## src/design/secv_pkg.sv

```systemverilog
// Shared widths, types and register map of the memory tagging subsystem, imported by every module
package secv_pkg;

  // ==========================================================
  // Core widths and data types
  // ==========================================================

  // Register width of the core
  parameter int XLEN = 32;

  // One register word, used for the pointer operand src1
  typedef logic [XLEN-1:0] xlen_t;

  // Major opcodes seen by the tagging unit
  // Only custom-0 is special, every other opcode is treated as a checked access
  typedef enum logic [6:0] {
    OPCODE_LOAD     = 7'b0000011,
    OPCODE_STORE    = 7'b0100011,
    OPCODE_CUSTOM_0 = 7'b0001011
  } opcode_t;

  // ==========================================================
  // Function-unit interface
  // ==========================================================

  // Request from the pipeline, held stable by the source until rdy
  typedef struct packed {
    logic    ena;
    opcode_t op;
    xlen_t   src1;
  } funit_in_t;

  // Completion pulse and error flag, err is only meaningful with rdy
  typedef struct packed {
    logic rdy;
    logic err;
  } funit_out_t;

  // Idle value of the function-unit outputs
  function automatic funit_out_t funit_out_default();
    funit_out_t res;
    res.rdy = 1'b0;
    res.err = 1'b0;
    return res;
  endfunction

  // ==========================================================
  // Configuration register port
  // ==========================================================

  parameter int CSR_ADR_WIDTH = 2;

  typedef logic [CSR_ADR_WIDTH-1:0] csr_adr_t;
  typedef logic [31:0]              csr_dat_t;

  // Register indices of the tagging configuration block
  parameter csr_adr_t CSR_CTRL    = 2'd0;
  parameter csr_adr_t CSR_ERR_ADR = 2'd1;
  parameter csr_adr_t CSR_ERR_CNT = 2'd2;
  parameter csr_adr_t CSR_STATUS  = 2'd3;

endpackage

```

## src/design/memtag.sv

```systemverilog
// Tagging unit that turns function-unit requests into tag-bus cycles and flags tag mismatches
`timescale 1ns/1ps

module memtag import secv_pkg::*; #(
  // Tag size in bits, taken from the top of the pointer
  parameter int TLEN        = 8,
  // Bytes covered by one tag
  parameter int GRANULARITY = 8,
  // Byte address width in bits
  parameter int ADR_WIDTH   = 10,
  // Tag memory address width in bits
  parameter int TADR_WIDTH  = 7
) (
  input  logic                  clk_i,
  input  logic                  rst_n_i,

  // Function-unit request and response
  input  funit_in_t             fu_i,
  output funit_out_t            fu_o,

  // Check enable from the register block and error event back to it
  input  logic                  check_en_i,
  output logic                  err_o,
  output logic [ADR_WIDTH-1:0]  err_adr_o,

  // Tag bus master side
  output logic                  tmem_cyc_o,
  output logic                  tmem_stb_o,
  output logic                  tmem_we_o,
  output logic [TADR_WIDTH-1:0] tmem_adr_o,
  output logic [TLEN-1:0]       tmem_dat_o,
  input  logic [TLEN-1:0]       tmem_dat_i,
  input  logic                  tmem_ack_i
);

  // ==========================================================
  // Pointer decode
  // ==========================================================

  // Byte address sits in the low bits of the pointer
  logic [ADR_WIDTH-1:0] mem_adr;
  // Tag sits in the top TLEN bits of the pointer
  logic [TLEN-1:0]      tag;
  // Set-tag request, every other opcode is a checked access
  logic                 is_set;

  assign mem_adr = fu_i.src1[ADR_WIDTH-1:0];
  assign tag     = fu_i.src1[XLEN-1:XLEN-TLEN];
  assign is_set  = (fu_i.op == OPCODE_CUSTOM_0);

  // ==========================================================
  // Bus sequencing
  // ==========================================================

  // Set once the strobe has been sampled, cleared by the acknowledge
  // While it is set the strobe stays low, so the ack cycle never starts a second access
  logic wait_q;
  logic rdy;
  logic mismatch;
  logic err;

  always_ff @(posedge clk_i or negedge rst_n_i) begin
    if (!rst_n_i) begin
      wait_q <= 1'b0;
    end else if (tmem_ack_i || !fu_i.ena) begin
      // Access finished or the source withdrew, the next cycle may strobe again
      wait_q <= 1'b0;
    end else if (tmem_stb_o) begin
      wait_q <= 1'b1;
    end
  end

  // Cycle stays open for the whole request, the strobe only in its first cycle
  assign tmem_cyc_o = fu_i.ena;
  assign tmem_stb_o = fu_i.ena & ~wait_q;
  assign tmem_we_o  = fu_i.ena & is_set;

  // Granule index is the byte address divided by the granule size
  assign tmem_adr_o = TADR_WIDTH'(mem_adr / GRANULARITY);
  // Tag word is always written whole
  assign tmem_dat_o = is_set ? tag : '0;

  // ==========================================================
  // Completion and tag compare
  // ==========================================================

  // Completion is the acknowledge of our own outstanding access
  assign rdy      = wait_q & tmem_ack_i;
  // Returned tag is only valid in the ack cycle
  assign mismatch = (tmem_dat_i != tag);
  assign err      = rdy & ~is_set & check_en_i & mismatch;

  always_comb begin
    fu_o     = funit_out_default();
    fu_o.rdy = rdy;
    fu_o.err = err;
  end

  // Error event for the register block, same pulse as fu_o.err
  assign err_o     = err;
  assign err_adr_o = err ? mem_adr : '0;

  // ==========================================================
  // Assertions
  // ==========================================================

  // Completion always answers a strobe issued one cycle earlier
  a_rdy_with_ack : assert property (
    @(posedge clk_i) disable iff (!rst_n_i)
    fu_o.rdy |-> tmem_ack_i && $past(tmem_stb_o)
  );

  // An error only completes a read access that was strobed one cycle earlier
  a_err_with_rdy : assert property (
    @(posedge clk_i) disable iff (!rst_n_i)
    fu_o.err |-> fu_o.rdy && $past(tmem_stb_o && !tmem_we_o)
  );

  // The source keeps its request until the acknowledge arrives
  a_req_stable : assert property (
    @(posedge clk_i) disable iff (!rst_n_i)
    tmem_stb_o |=> $stable(fu_i)
  );

endmodule

```

## src/design/tag_mem.sv

```systemverilog
// Tag memory slave holding one tag per granule, answering each strobe with a one-cycle acknowledge
`timescale 1ns/1ps

module tag_mem #(
  // Width of one stored tag
  parameter int TLEN       = 8,
  // Number of granule address bits
  parameter int TADR_WIDTH = 7
) (
  input  logic                  clk_i,
  input  logic                  rst_n_i,

  // Tag bus slave side
  input  logic                  cyc_i,
  input  logic                  stb_i,
  input  logic                  we_i,
  input  logic [TADR_WIDTH-1:0] adr_i,
  input  logic [TLEN-1:0]       dat_i,
  output logic [TLEN-1:0]       dat_o,
  output logic                  ack_o
);

  // One entry for every granule in the address space
  localparam int DEPTH = 2 ** TADR_WIDTH;

  // ==========================================================
  // Storage and acknowledge
  // ==========================================================

  logic [TLEN-1:0] mem [DEPTH];
  logic            ack_q;
  logic [TLEN-1:0] dat_q;
  // Valid access in this cycle
  logic            access;

  // A strobe directly after an acknowledge is a new access, but
  // it is only taken once the acknowledge has dropped again
  assign access = cyc_i & stb_i & ~ack_q;

  always_ff @(posedge clk_i or negedge rst_n_i) begin
    if (!rst_n_i) begin
      // All granules start untagged
      for (int i = 0; i < DEPTH; i++) begin
        mem[i] <= '0;
      end
      ack_q <= 1'b0;
    end else begin
      ack_q <= access;
      if (access && we_i) begin
        mem[adr_i] <= dat_i;
      end
    end
  end

  // Read data captured with the strobe and presented with the acknowledge
  always_ff @(posedge clk_i) begin
    if (access) begin
      // Write returns the new tag, a read the stored one
      dat_q <= we_i ? dat_i : mem[adr_i];
    end
  end

  assign dat_o = dat_q;
  assign ack_o = ack_q;

  // ==========================================================
  // Assertions
  // ==========================================================

  // Acknowledge is a single-cycle pulse
  a_ack_no_repeat : assert property (
    @(posedge clk_i) disable iff (!rst_n_i)
    ack_o |=> !ack_o
  );

  // The master never strobes outside an open bus cycle
  a_stb_in_cyc : assert property (
    @(posedge clk_i) disable iff (!rst_n_i)
    stb_i |-> cyc_i
  );

endmodule

```

## src/design/memtag_csr.sv

```systemverilog
// Configuration and status registers of the tagging unit, written and read through a strobe port
`timescale 1ns/1ps

module memtag_csr import secv_pkg::*; #(
  // Width of the captured byte address
  parameter int ADR_WIDTH = 10
) (
  input  logic                 clk_i,
  input  logic                 rst_n_i,

  // Register port
  input  logic                 cfg_we_i,
  input  csr_adr_t             cfg_adr_i,
  input  csr_dat_t             cfg_wdat_i,
  output csr_dat_t             cfg_rdat_o,

  // Error event from the tagging unit
  input  logic                 err_i,
  input  logic [ADR_WIDTH-1:0] err_adr_i,

  // Check enable towards the tagging unit
  output logic                 check_en_o
);

  // ==========================================================
  // Write decode
  // ==========================================================

  logic ctrl_we;
  // Clear request, bit 1 of a CTRL write
  logic clr;

  assign ctrl_we = cfg_we_i && (cfg_adr_i == CSR_CTRL);
  assign clr     = ctrl_we && cfg_wdat_i[1];

  // ==========================================================
  // Registers
  // ==========================================================

  logic                 check_en_q;
  logic [ADR_WIDTH-1:0] err_adr_q;
  logic                 err_vld_q;
  csr_dat_t             err_cnt_q;

  // Check enable comes out of reset set, so tagging is active by default
  always_ff @(posedge clk_i or negedge rst_n_i) begin
    if (!rst_n_i) begin
      check_en_q <= 1'b1;
    end else if (ctrl_we) begin
      check_en_q <= cfg_wdat_i[0];
    end
  end

  // First-error capture, later errors leave it alone until a clear
  always_ff @(posedge clk_i or negedge rst_n_i) begin
    if (!rst_n_i) begin
      err_adr_q <= '0;
      err_vld_q <= 1'b0;
    end else if (clr) begin
      // Clear wins over an error in the same cycle
      err_adr_q <= '0;
      err_vld_q <= 1'b0;
    end else if (err_i && !err_vld_q) begin
      err_adr_q <= err_adr_i;
      err_vld_q <= 1'b1;
    end
  end

  // Mismatch counter, sticks at all ones
  always_ff @(posedge clk_i or negedge rst_n_i) begin
    if (!rst_n_i) begin
      err_cnt_q <= '0;
    end else if (clr) begin
      err_cnt_q <= '0;
    end else if (err_i && (err_cnt_q != '1)) begin
      err_cnt_q <= err_cnt_q + 1'b1;
    end
  end

  assign check_en_o = check_en_q;

  // ==========================================================
  // Read mux
  // ==========================================================

  always_comb begin
    cfg_rdat_o = '0;
    case (cfg_adr_i)
      // Clear bit is write-only and reads as zero
      CSR_CTRL:    cfg_rdat_o[0] = check_en_q;
      CSR_ERR_ADR: cfg_rdat_o    = csr_dat_t'(err_adr_q);
      CSR_ERR_CNT: cfg_rdat_o    = err_cnt_q;
      CSR_STATUS:  cfg_rdat_o[0] = err_vld_q;
      default:     cfg_rdat_o    = '0;
    endcase
  end

  // ==========================================================
  // Assertions
  // ==========================================================

  // Only a clear may lower the error count
  a_cnt_monotonic : assert property (
    @(posedge clk_i) disable iff (!rst_n_i)
    !clr |=> (err_cnt_q >= $past(err_cnt_q))
  );

endmodule

```

## src/design/memtag_top.sv

```systemverilog
// Top level of the tagging subsystem, sets the parameters and wires unit, tag memory and registers
`timescale 1ns/1ps

module memtag_top import secv_pkg::*; #(
  // Tag size in bits
  parameter int TLEN        = 8,
  // Bytes per tagged granule
  parameter int GRANULARITY = 8,
  // Byte address width
  parameter int ADR_WIDTH   = 10,
  // Granule index width, ADR_WIDTH less the granule offset bits
  parameter int TADR_WIDTH  = 7
) (
  input  logic       clk_i,
  input  logic       rst_n_i,

  // Function-unit port
  input  funit_in_t  fu_i,
  output funit_out_t fu_o,

  // Configuration register port
  input  logic       cfg_we_i,
  input  csr_adr_t   cfg_adr_i,
  input  csr_dat_t   cfg_wdat_i,
  output csr_dat_t   cfg_rdat_o
);

  // ==========================================================
  // Internal wiring
  // ==========================================================

  // Tag bus between the unit and the tag memory
  logic                  tmem_cyc;
  logic                  tmem_stb;
  logic                  tmem_we;
  logic [TADR_WIDTH-1:0] tmem_adr;
  logic [TLEN-1:0]       tmem_wdat;
  logic [TLEN-1:0]       tmem_rdat;
  logic                  tmem_ack;

  // Control and error event between the unit and the register block
  logic                  check_en;
  logic                  err;
  logic [ADR_WIDTH-1:0]  err_adr;

  // Tagging unit
  memtag #(
    .TLEN        (TLEN),
    .GRANULARITY (GRANULARITY),
    .ADR_WIDTH   (ADR_WIDTH),
    .TADR_WIDTH  (TADR_WIDTH)
  ) u_memtag (
    .clk_i      (clk_i),
    .rst_n_i    (rst_n_i),
    .fu_i       (fu_i),
    .fu_o       (fu_o),
    .check_en_i (check_en),
    .err_o      (err),
    .err_adr_o  (err_adr),
    .tmem_cyc_o (tmem_cyc),
    .tmem_stb_o (tmem_stb),
    .tmem_we_o  (tmem_we),
    .tmem_adr_o (tmem_adr),
    .tmem_dat_o (tmem_wdat),
    .tmem_dat_i (tmem_rdat),
    .tmem_ack_i (tmem_ack)
  );

  // Tag storage, one entry per granule
  tag_mem #(
    .TLEN       (TLEN),
    .TADR_WIDTH (TADR_WIDTH)
  ) u_tag_mem (
    .clk_i   (clk_i),
    .rst_n_i (rst_n_i),
    .cyc_i   (tmem_cyc),
    .stb_i   (tmem_stb),
    .we_i    (tmem_we),
    .adr_i   (tmem_adr),
    .dat_i   (tmem_wdat),
    .dat_o   (tmem_rdat),
    .ack_o   (tmem_ack)
  );

  // Check enable, error capture and count
  memtag_csr #(
    .ADR_WIDTH (ADR_WIDTH)
  ) u_memtag_csr (
    .clk_i      (clk_i),
    .rst_n_i    (rst_n_i),
    .cfg_we_i   (cfg_we_i),
    .cfg_adr_i  (cfg_adr_i),
    .cfg_wdat_i (cfg_wdat_i),
    .cfg_rdat_o (cfg_rdat_o),
    .err_i      (err),
    .err_adr_i  (err_adr),
    .check_en_o (check_en)
  );

endmodule

```

## config.mk

```make
export PLATFORM = sky130hd
export DESIGN_NAME = memtag_top
export DESIGN_NICKNAME = d
export VERILOG_FILES = /design/src/design/secv_pkg.sv /design/src/design/memtag.sv /design/src/design/tag_mem.sv /design/src/design/memtag_csr.sv /design/src/design/memtag_top.sv
export SDC_FILE = /design/constraint.sdc
export NUM_CORES = 2
export LEC_CHECK = 0
export BUFFER_PORTS_ARGS = -buffer_cell sky130_fd_sc_hd__buf_2
export CORE_MARGIN = 5
export CORE_UTILIZATION = 50
export CTS_BUF_LIST = sky130_fd_sc_hd__clkbuf_4 sky130_fd_sc_hd__clkbuf_8
export CTS_CLUSTER_DIAMETER = 30
export DETAILED_ROUTE_END_ITERATION = 16
export GPL_TIMING_DRIVEN = 0
export MAX_ROUTING_LAYER = met4
export PLACE_DENSITY = 0.75
export REMOVE_ABC_BUFFERS = 1
export SYNTH_ARGS = -nofsm -noshare
export SYNTH_HDL_FRONTEND = slang
export SYNTH_SLANG_ARGS = --single-unit
```

## constraint.sdc

```tcl
create_clock -name clk_i -period 3.4 [get_ports clk_i]
set_input_delay 0.68 -clock clk_i [delete_from_list [all_inputs] [get_ports clk_i]]
set_output_delay 0.68 -clock clk_i [all_outputs]
set_load 0.01 [all_outputs]
```

; ---- Word level (Yosys, flattened, before mapping)
; Cells that the tools add are included.
[classes]
n_reduce_logical = 13
muxes = 19
n_eq_ne = 6
n_addsub = 1
bitwise_logic = 12
magnitude_cmp = 2
[ops]
columns = cell, n
row1 = bitwise mux 1024 bit, 1
row2 = two-way mux 32 bit, 2
row3 = case mux 31 bit (2 select lines), 1
row4 = binary-select mux 8 bit (select 7 bit), 1
row5 = demux 8 bit (select 7 bit), 1
row6 = two-way mux 8 bit, 5
row7 = adder 32 x 1 -> 32 bit (second input constant), 1
row8 = inequality test 32 bit (second input constant), 1
row9 = two-way mux 10 bit, 3
row10 = AND 1 bit, 8
row11 = greater-or-equal comparator 8 bit (second input constant), 1
row12 = < comparator 8 x 1 -> 1 bit (second input constant), 1
row13 = inequality test 8 bit, 1
row14 = NOT 7 -> 8 bit, 1
row15 = equality test 7 x 4 -> 1 bit (second input constant), 1
row16 = logical AND 1 bit, 6
row17 = nonzero test 2 bit, 3
row18 = equality test 2 bit (second input constant), 2
row19 = two-way mux 1 bit, 4
row20 = case mux 1 bit (4 select lines), 1
row21 = NOT 1 bit, 3
row22 = equality test 2 x 1 -> 1 bit (second input constant), 1
row23 = zero test 1 bit, 2
row24 = zero test 2 bit, 1
row25 = logical OR 1 bit, 1
[word_totals]
input_bits = 77
output_inout_bits = 34
wordCells = 188
ff_bits = 1078

; ---- Depth between registers and ports, before layout
[depth]
word_depth = 8
mapped_depth = 11
mapped_depth_nobuf = 7

; ---- Modules after synthesis
; Synthesis repeated with hierarchy kept, for this count alone.
[hier_totals]
cells_unflattened = 3904
area_unflattened_um2 = 50751.2
[modules_own_cells]
columns = mod, cells_per_inst, seq_area_each_um2, instances, area_each_um2
row1 = tag_mem, 3524, 25889.8, 1, 47551.9
row2 = memtag_csr, 316, 1102.3, 1, 2751.4
row3 = memtag, 64, 25.0, 1, 447.9

; ---- Least setup slack after synthesis
; OpenSTA, ideal clock, no wires.
[synth_path]
path_kind = in2out
start = input fu_i[37] (netlist name)
end = output fu_o[0] (netlist name)
path_slack_ns = 0.546
stages = 6
arrival_ns = 2.174
path_buffers = 2
required_ns = 2.720
path_cell_list = or4b_1 -> nor2_1 -> buf_2 -> a211o_1 -> clkinv_1 -> buf_4
[synth_between]
elab_chain_cells = 5
[synth_rtl]
columns = item, line
row1 = start: declaration, memtag_top.sv:18  ; input funit_in_t fu_i,
row2 = equality test 7 x 4 -> 1 bit, memtag.sv:49  ; assign is_set = (fu_i.op == OPCODE_CUSTOM_0);
row3 = NOT 1 bit, memtag.sv:91  ; assign err = rdy & ~is_set & check_en_i & mismatch;
row4 = AND 1 bit (3 in a row), memtag.sv:91
row5 = end: declaration, memtag_top.sv:19  ; output funit_out_t fu_o,
; Every way passes these cells.

; ---- Final worst setup path
[layout_path]
start = input fu_i[5] (netlist name)
end = register u_tag_mem.dat_q[0] (netlist: u_tag_mem.dat_o[0]) (data pin)
[layout_between]
elab_chain_cells = 5
[layout_rtl]
columns = item, line
row1 = NOT 7 -> 8 bit (not written as such), tag_mem.sv:59  ; dat_q <= we_i ? dat_i : mem[adr_i];
row2 = binary-select mux 8 bit (select 7 bit), tag_mem.sv:59
row3 = two-way mux 8 bit (not written as such) (2 in a row), tag_mem.sv:59
row4 = two-way mux 8 bit, tag_mem.sv:59
row5 = end signal: assignment, tag_mem.sv:59
row6 = end: declaration, tag_mem.sv:32  ; logic [TLEN-1:0] dat_q;
; Every way passes these cells. The select of a mux whose other input is x is not followed.
; A chain may end at the register's enable or synchronous reset.

==> insert_results.sql <==
INSERT INTO impl_metrics (metric_group, metric, value, unit) VALUES
('outcome', 'status', 'complete, but fails checks', ''),
('outcome', 'violated_checks', 'setup timing', ''),
('cts', 'cts-root-buf', 'sky130_fd_sc_hd__clkbuf_8', ''),
('worst_hold_path', 'whs_endpoint', 'u_memtag_csr.err_adr_q[1]', ''),
('timing', 'report.final.hold_viol_count', '0', ''),
('drt', 'routed_wire_length_per_instance', '24.2', 'µm'),
('run', 'drv_cap', '0', ''),
('floorplan', 'design.core.area', '98300', 'µm²'),
('timing', 'period_minus_slack', '3.43', 'ns'),
('worst_hold_path', 'worst_hold_startpoint', 'fu_i[1]', ''),
('timing', 'unrepaired_setup_endpoints_after_global_routing', 'no', ''),
('synth', 'synth_enable_flop_cells', '8', ''),
('floorplan', 'initial_core_util', '0.503', ''),
('drt', 'drt_pass1_iterations', '8', ''),
('global_route', 'antenna_found_initial', '10', ''),
('global_route', 'grt_first_pass_wirelength', '233', 'mm'),
('worst_setup_path', 'regToRegEndpoint', 'u_tag_mem.mem[264]', ''),
('worst_setup_path', 'highest_fanout_seen_on_the_critical_path', '91', ''),
('pwr', 'power.total', '29100', 'µW'),
('cts', 'clock_latency', '0.90', 'ns'),
('pwr', 'static-leakage-power', '0.0250', 'µW'),
('timing', 'finalClockSkew', '0.0664', 'ns'),
('place', 'routabilityCongestion', '0.882', ''),
('worst_setup_path', 'r2r_setup_slack', '0.05', 'ns'),
('cts', 'clock_tree.htree_level_count', '4', ''),
('pwr', 'worst_ir_drop_vdd', '0.000340', 'V'),
('synth', 'netlist_instances', '4930', ''),
('timing', 'final.setup.tns', '-0.0302', 'ns'),
('floorplan', 'die-height', '324', 'µm'),
('drt', 'final_antenna_net_count', '0', ''),
('timing', 'post-route-worst-setup-slack', '-0.0302', 'ns'),
('cells_and_area', 'filler_cell_count', '8110', ''),
('worst_setup_path', 'worstPathBufferInverterCount', '3', ''),
('cells_and_area', 'finalNetCount', '4950', ''),
('synth', 'asyncSetResetFlopFracSynth', '0.993', ''),
('worst_setup_path', 'setup_crit_start_kind', 'primary input', ''),
('global_route', 'grt_start_max_net_pins', '175', ''),
('global_route', 'grt_pass1_vias', '38200', ''),
('drt', 'vias_per_cell', '6.22', ''),
('synth', 'synth_largest_area_cell', 'sky130_fd_sc_hd__dfrtp_1', ''),
('worst_setup_path', 'setup.worst_path.end_class', 'register', ''),
('cells_and_area', 'post-route-util', '0.569', ''),
('timing', 'timing.slew.headroom', '0.220', ''),
('cts', 'cts_max_path_buffers', '3', ''),
('global_route', 'grt_util_all_layers', '0.292', ''),
('floorplan', 'pin_count', '111', ''),
('cts', 'tritoncts.num_buffers', '204', ''),
('cts', 'cts_tree', 'yes', ''),
('floorplan', 'fp.dieArea', '105000', 'µm²'),
('timing', 'final_cycle_share', '1.01', ''),
('worst_setup_path', 'critical_path.slowest_cell', 'sky130_fd_sc_hd__a211oi_1', ''),
('timing', 'setup_viol', '1', ''),
('drt', 'route.vias.total', '39400', ''),
('worst_setup_path', 'critPathTopFamily', 'compound AO/OA/AOI/OAI gates', ''),
('cells_and_area', 'areaGrowthSynthToFinish', '13.1', '%'),
('worst_setup_path', 'required', '4.01', 'ns'),
('worst_setup_path', 'worst_path_cell_chain', 'buf_8, buf_16, buf_16, mux2_2, a221o_1, a211oi_1, nor4b_4, a31oi_1, a41oi_1', ''),
('synth', 'yosys.area.top_type_share', '0.541', ''),
('synth', 'synth-warning-count', '0', ''),
('synth', 'synth_seq_cells', '1078', ''),
('place', 'hpwl', '91.4', 'mm'),
('cells_and_area', 'drive_gt1_frac', '0.165', ''),
('synth', 'synth_area_leaders', 'sky130_fd_sc_hd__dfrtp_1 54%, sky130_fd_sc_hd__nand2_1 8.8%, sky130_fd_sc_hd__o21ai_0 6.6%, sky130_fd_sc_hd__o21ai_1 4.0%, sky130_fd_sc_hd__mux2i_1 3.3%', ''),
('synth', 'synthesis.area_per_instance', '10.0', 'µm²'),
('worst_hold_path', 'min_path_cells', '3', ''),
('worst_setup_path', 'r2r_start', 'u_tag_mem.ack_o', ''),
('drt', 'initialDrtViolationCount', '4796', ''),
('pwr', 'cellPowerDensity', '520', 'nW/µm²'),
('worst_setup_path', 'worst_path_largest_cell_delay', '0.62', 'ns'),
('worst_setup_path', 'critPathArrivalTime', '4.04', 'ns'),
('worst_setup_path', 'critical_path.most_common_cell', 'sky130_fd_sc_hd__buf_16', '');
[cell type report]
type / count / area, µm² / share of cell area
antenna: 10 / 25.0 / 0.000447
clock buffer: 289 / 3700 / 0.0661
clock inverter: 82 / 1110 / 0.0198
inverter: 16 / 66.3 / 0.00119
multi-input combinational: 3415 / 20400 / 0.365
sequential: 1078 / 27000 / 0.483
tap: 1287 / 1610 / 0.0288
timing repair buffer: 152 / 2010 / 0.0360
[worst max-delay path by stage]
stage	start	endpoint	slack, ns	cells past startpoint
after floorplan	fu_i[37]	u_tag_mem.mem[1001]	-0.42	4
after global placement	rst_n_i	u_memtag_csr.err_cnt_q[26]	-21.32	1
after detailed placement	fu_i[4]	u_tag_mem.mem[651]	-1.82	6
after CTS	fu_i[4]	u_tag_mem.mem[489]	-0.005	8
after global routing	u_tag_mem.dat_o[0]	fu_o[0]	0.01	5
final	fu_i[5]	u_tag_mem.dat_o[0]	-0.03	9
[registers in the layout, summed over array words and instances, names as in the netlist]
register,count
u_memtag_csr.err_vld_q,1
u_memtag.wait_q,1
u_tag_mem.mem,1024
u_memtag_csr.err_cnt_q,32
u_memtag_csr.err_adr_q,10
u_tag_mem.dat_o,8
u_tag_mem.ack_o,1
u_memtag_csr.check_en_o,1
[worst min-delay path: stages]
cell and delay, ns:
sky130_fd_sc_hd__buf_2 0.08, sky130_fd_sc_hd__mux2i_1 0.06, sky130_fd_sc_hd__nor2_1 0.07
[kinds of logic after synthesis]
family	count (synthesis)	share of synthesized area
AO/OA/AOI/OAI	1546	0.186
XOR/XNOR	28	0.00496
adder cells (fa/ha/maj)	6	0.00152
buffers and inverters	437	0.0464
flip-flops	1078	0.547
multiplexers	312	0.0757
AND/OR/NAND/NOR	1523	0.139
[per-layer routing]
| metal | global-route usage | wire length, µm | up-vias |
|---|---|---|---|
| li1 | - | - | 17300 |
| met1 | 0.379 | 59500 | 19200 |
| met2 | 0.418 | 66700 | 2327 |
| met3 | 0.0847 | 18300 | 547 |
| met4 | 0.155 | 8800 | 0 |
| met5 | - | 0 | - |
[through the flow]
step | instances | cell area (µm²)
final | 6329 | 55900
after global routing | 6329 | 55900
after CTS | 6308 | 55800
after detailed placement | 5917 | 50700
after global placement | 5862 | 49100
after floorplan | 4509 | 47200
[cell usage after synthesis (all sizes together), types with 19 or more instances]
cell / count
a22o: 21
nand2: 1232
a221o: 19
mux2: 113
o21ai: 1068
buf: 166
a22oi: 78
mux2i: 161
and2: 34
a21oi: 65
nor2: 111
clkbuf: 255
mux4: 38
o2bb2ai: 53
dfrtp: 1069
o221ai: 20
a221oi: 105
nor2b: 19
[layout by cell type, fill, tap and decap left out, drive strengths merged, types with 14 or more instances in the layout]
| cell | n |
|---|---|
| a221oi | 105 |
| a31oi | 17 |
| inv | 28 |
| mux2 | 113 |
| nor2b | 19 |
| nand3 | 14 |
| nand2b | 18 |
| nand2 | 1232 |
| bufinv | 20 |
| o21ai | 1068 |
| nor3 | 14 |
| dfrtp | 1069 |
| a221o | 19 |
| o2bb2ai | 53 |
| a22oi | 78 |
| clkinv | 37 |
| o22ai | 18 |
| clkbuf | 292 |
| o221ai | 20 |
| o211ai | 18 |
| mux4 | 38 |
| mux2i | 161 |
| buf | 146 |
| nor2 | 111 |
| and2 | 34 |
| a22o | 21 |
| xnor2 | 15 |
| a21oi | 65 |
| nand4 | 17 |
[where the power goes]
group | switching (µW) | internal [µW]
combinational | 1110 | 389
clock | 5970 | 8660
sequential | 52.8 | 12900
total | 7140 | 22000
[what timing repair did]
action                     4_1_cts  5_1_grt
cloned                           0        2
setup endpoints to repair      438      134
hold buffers                     3        0
setup buffers                   17        9
resized for setup               24        6
pin swaps                        5        3
hold endpoints to repair       160        0
(Power assumes the default switching activity.)
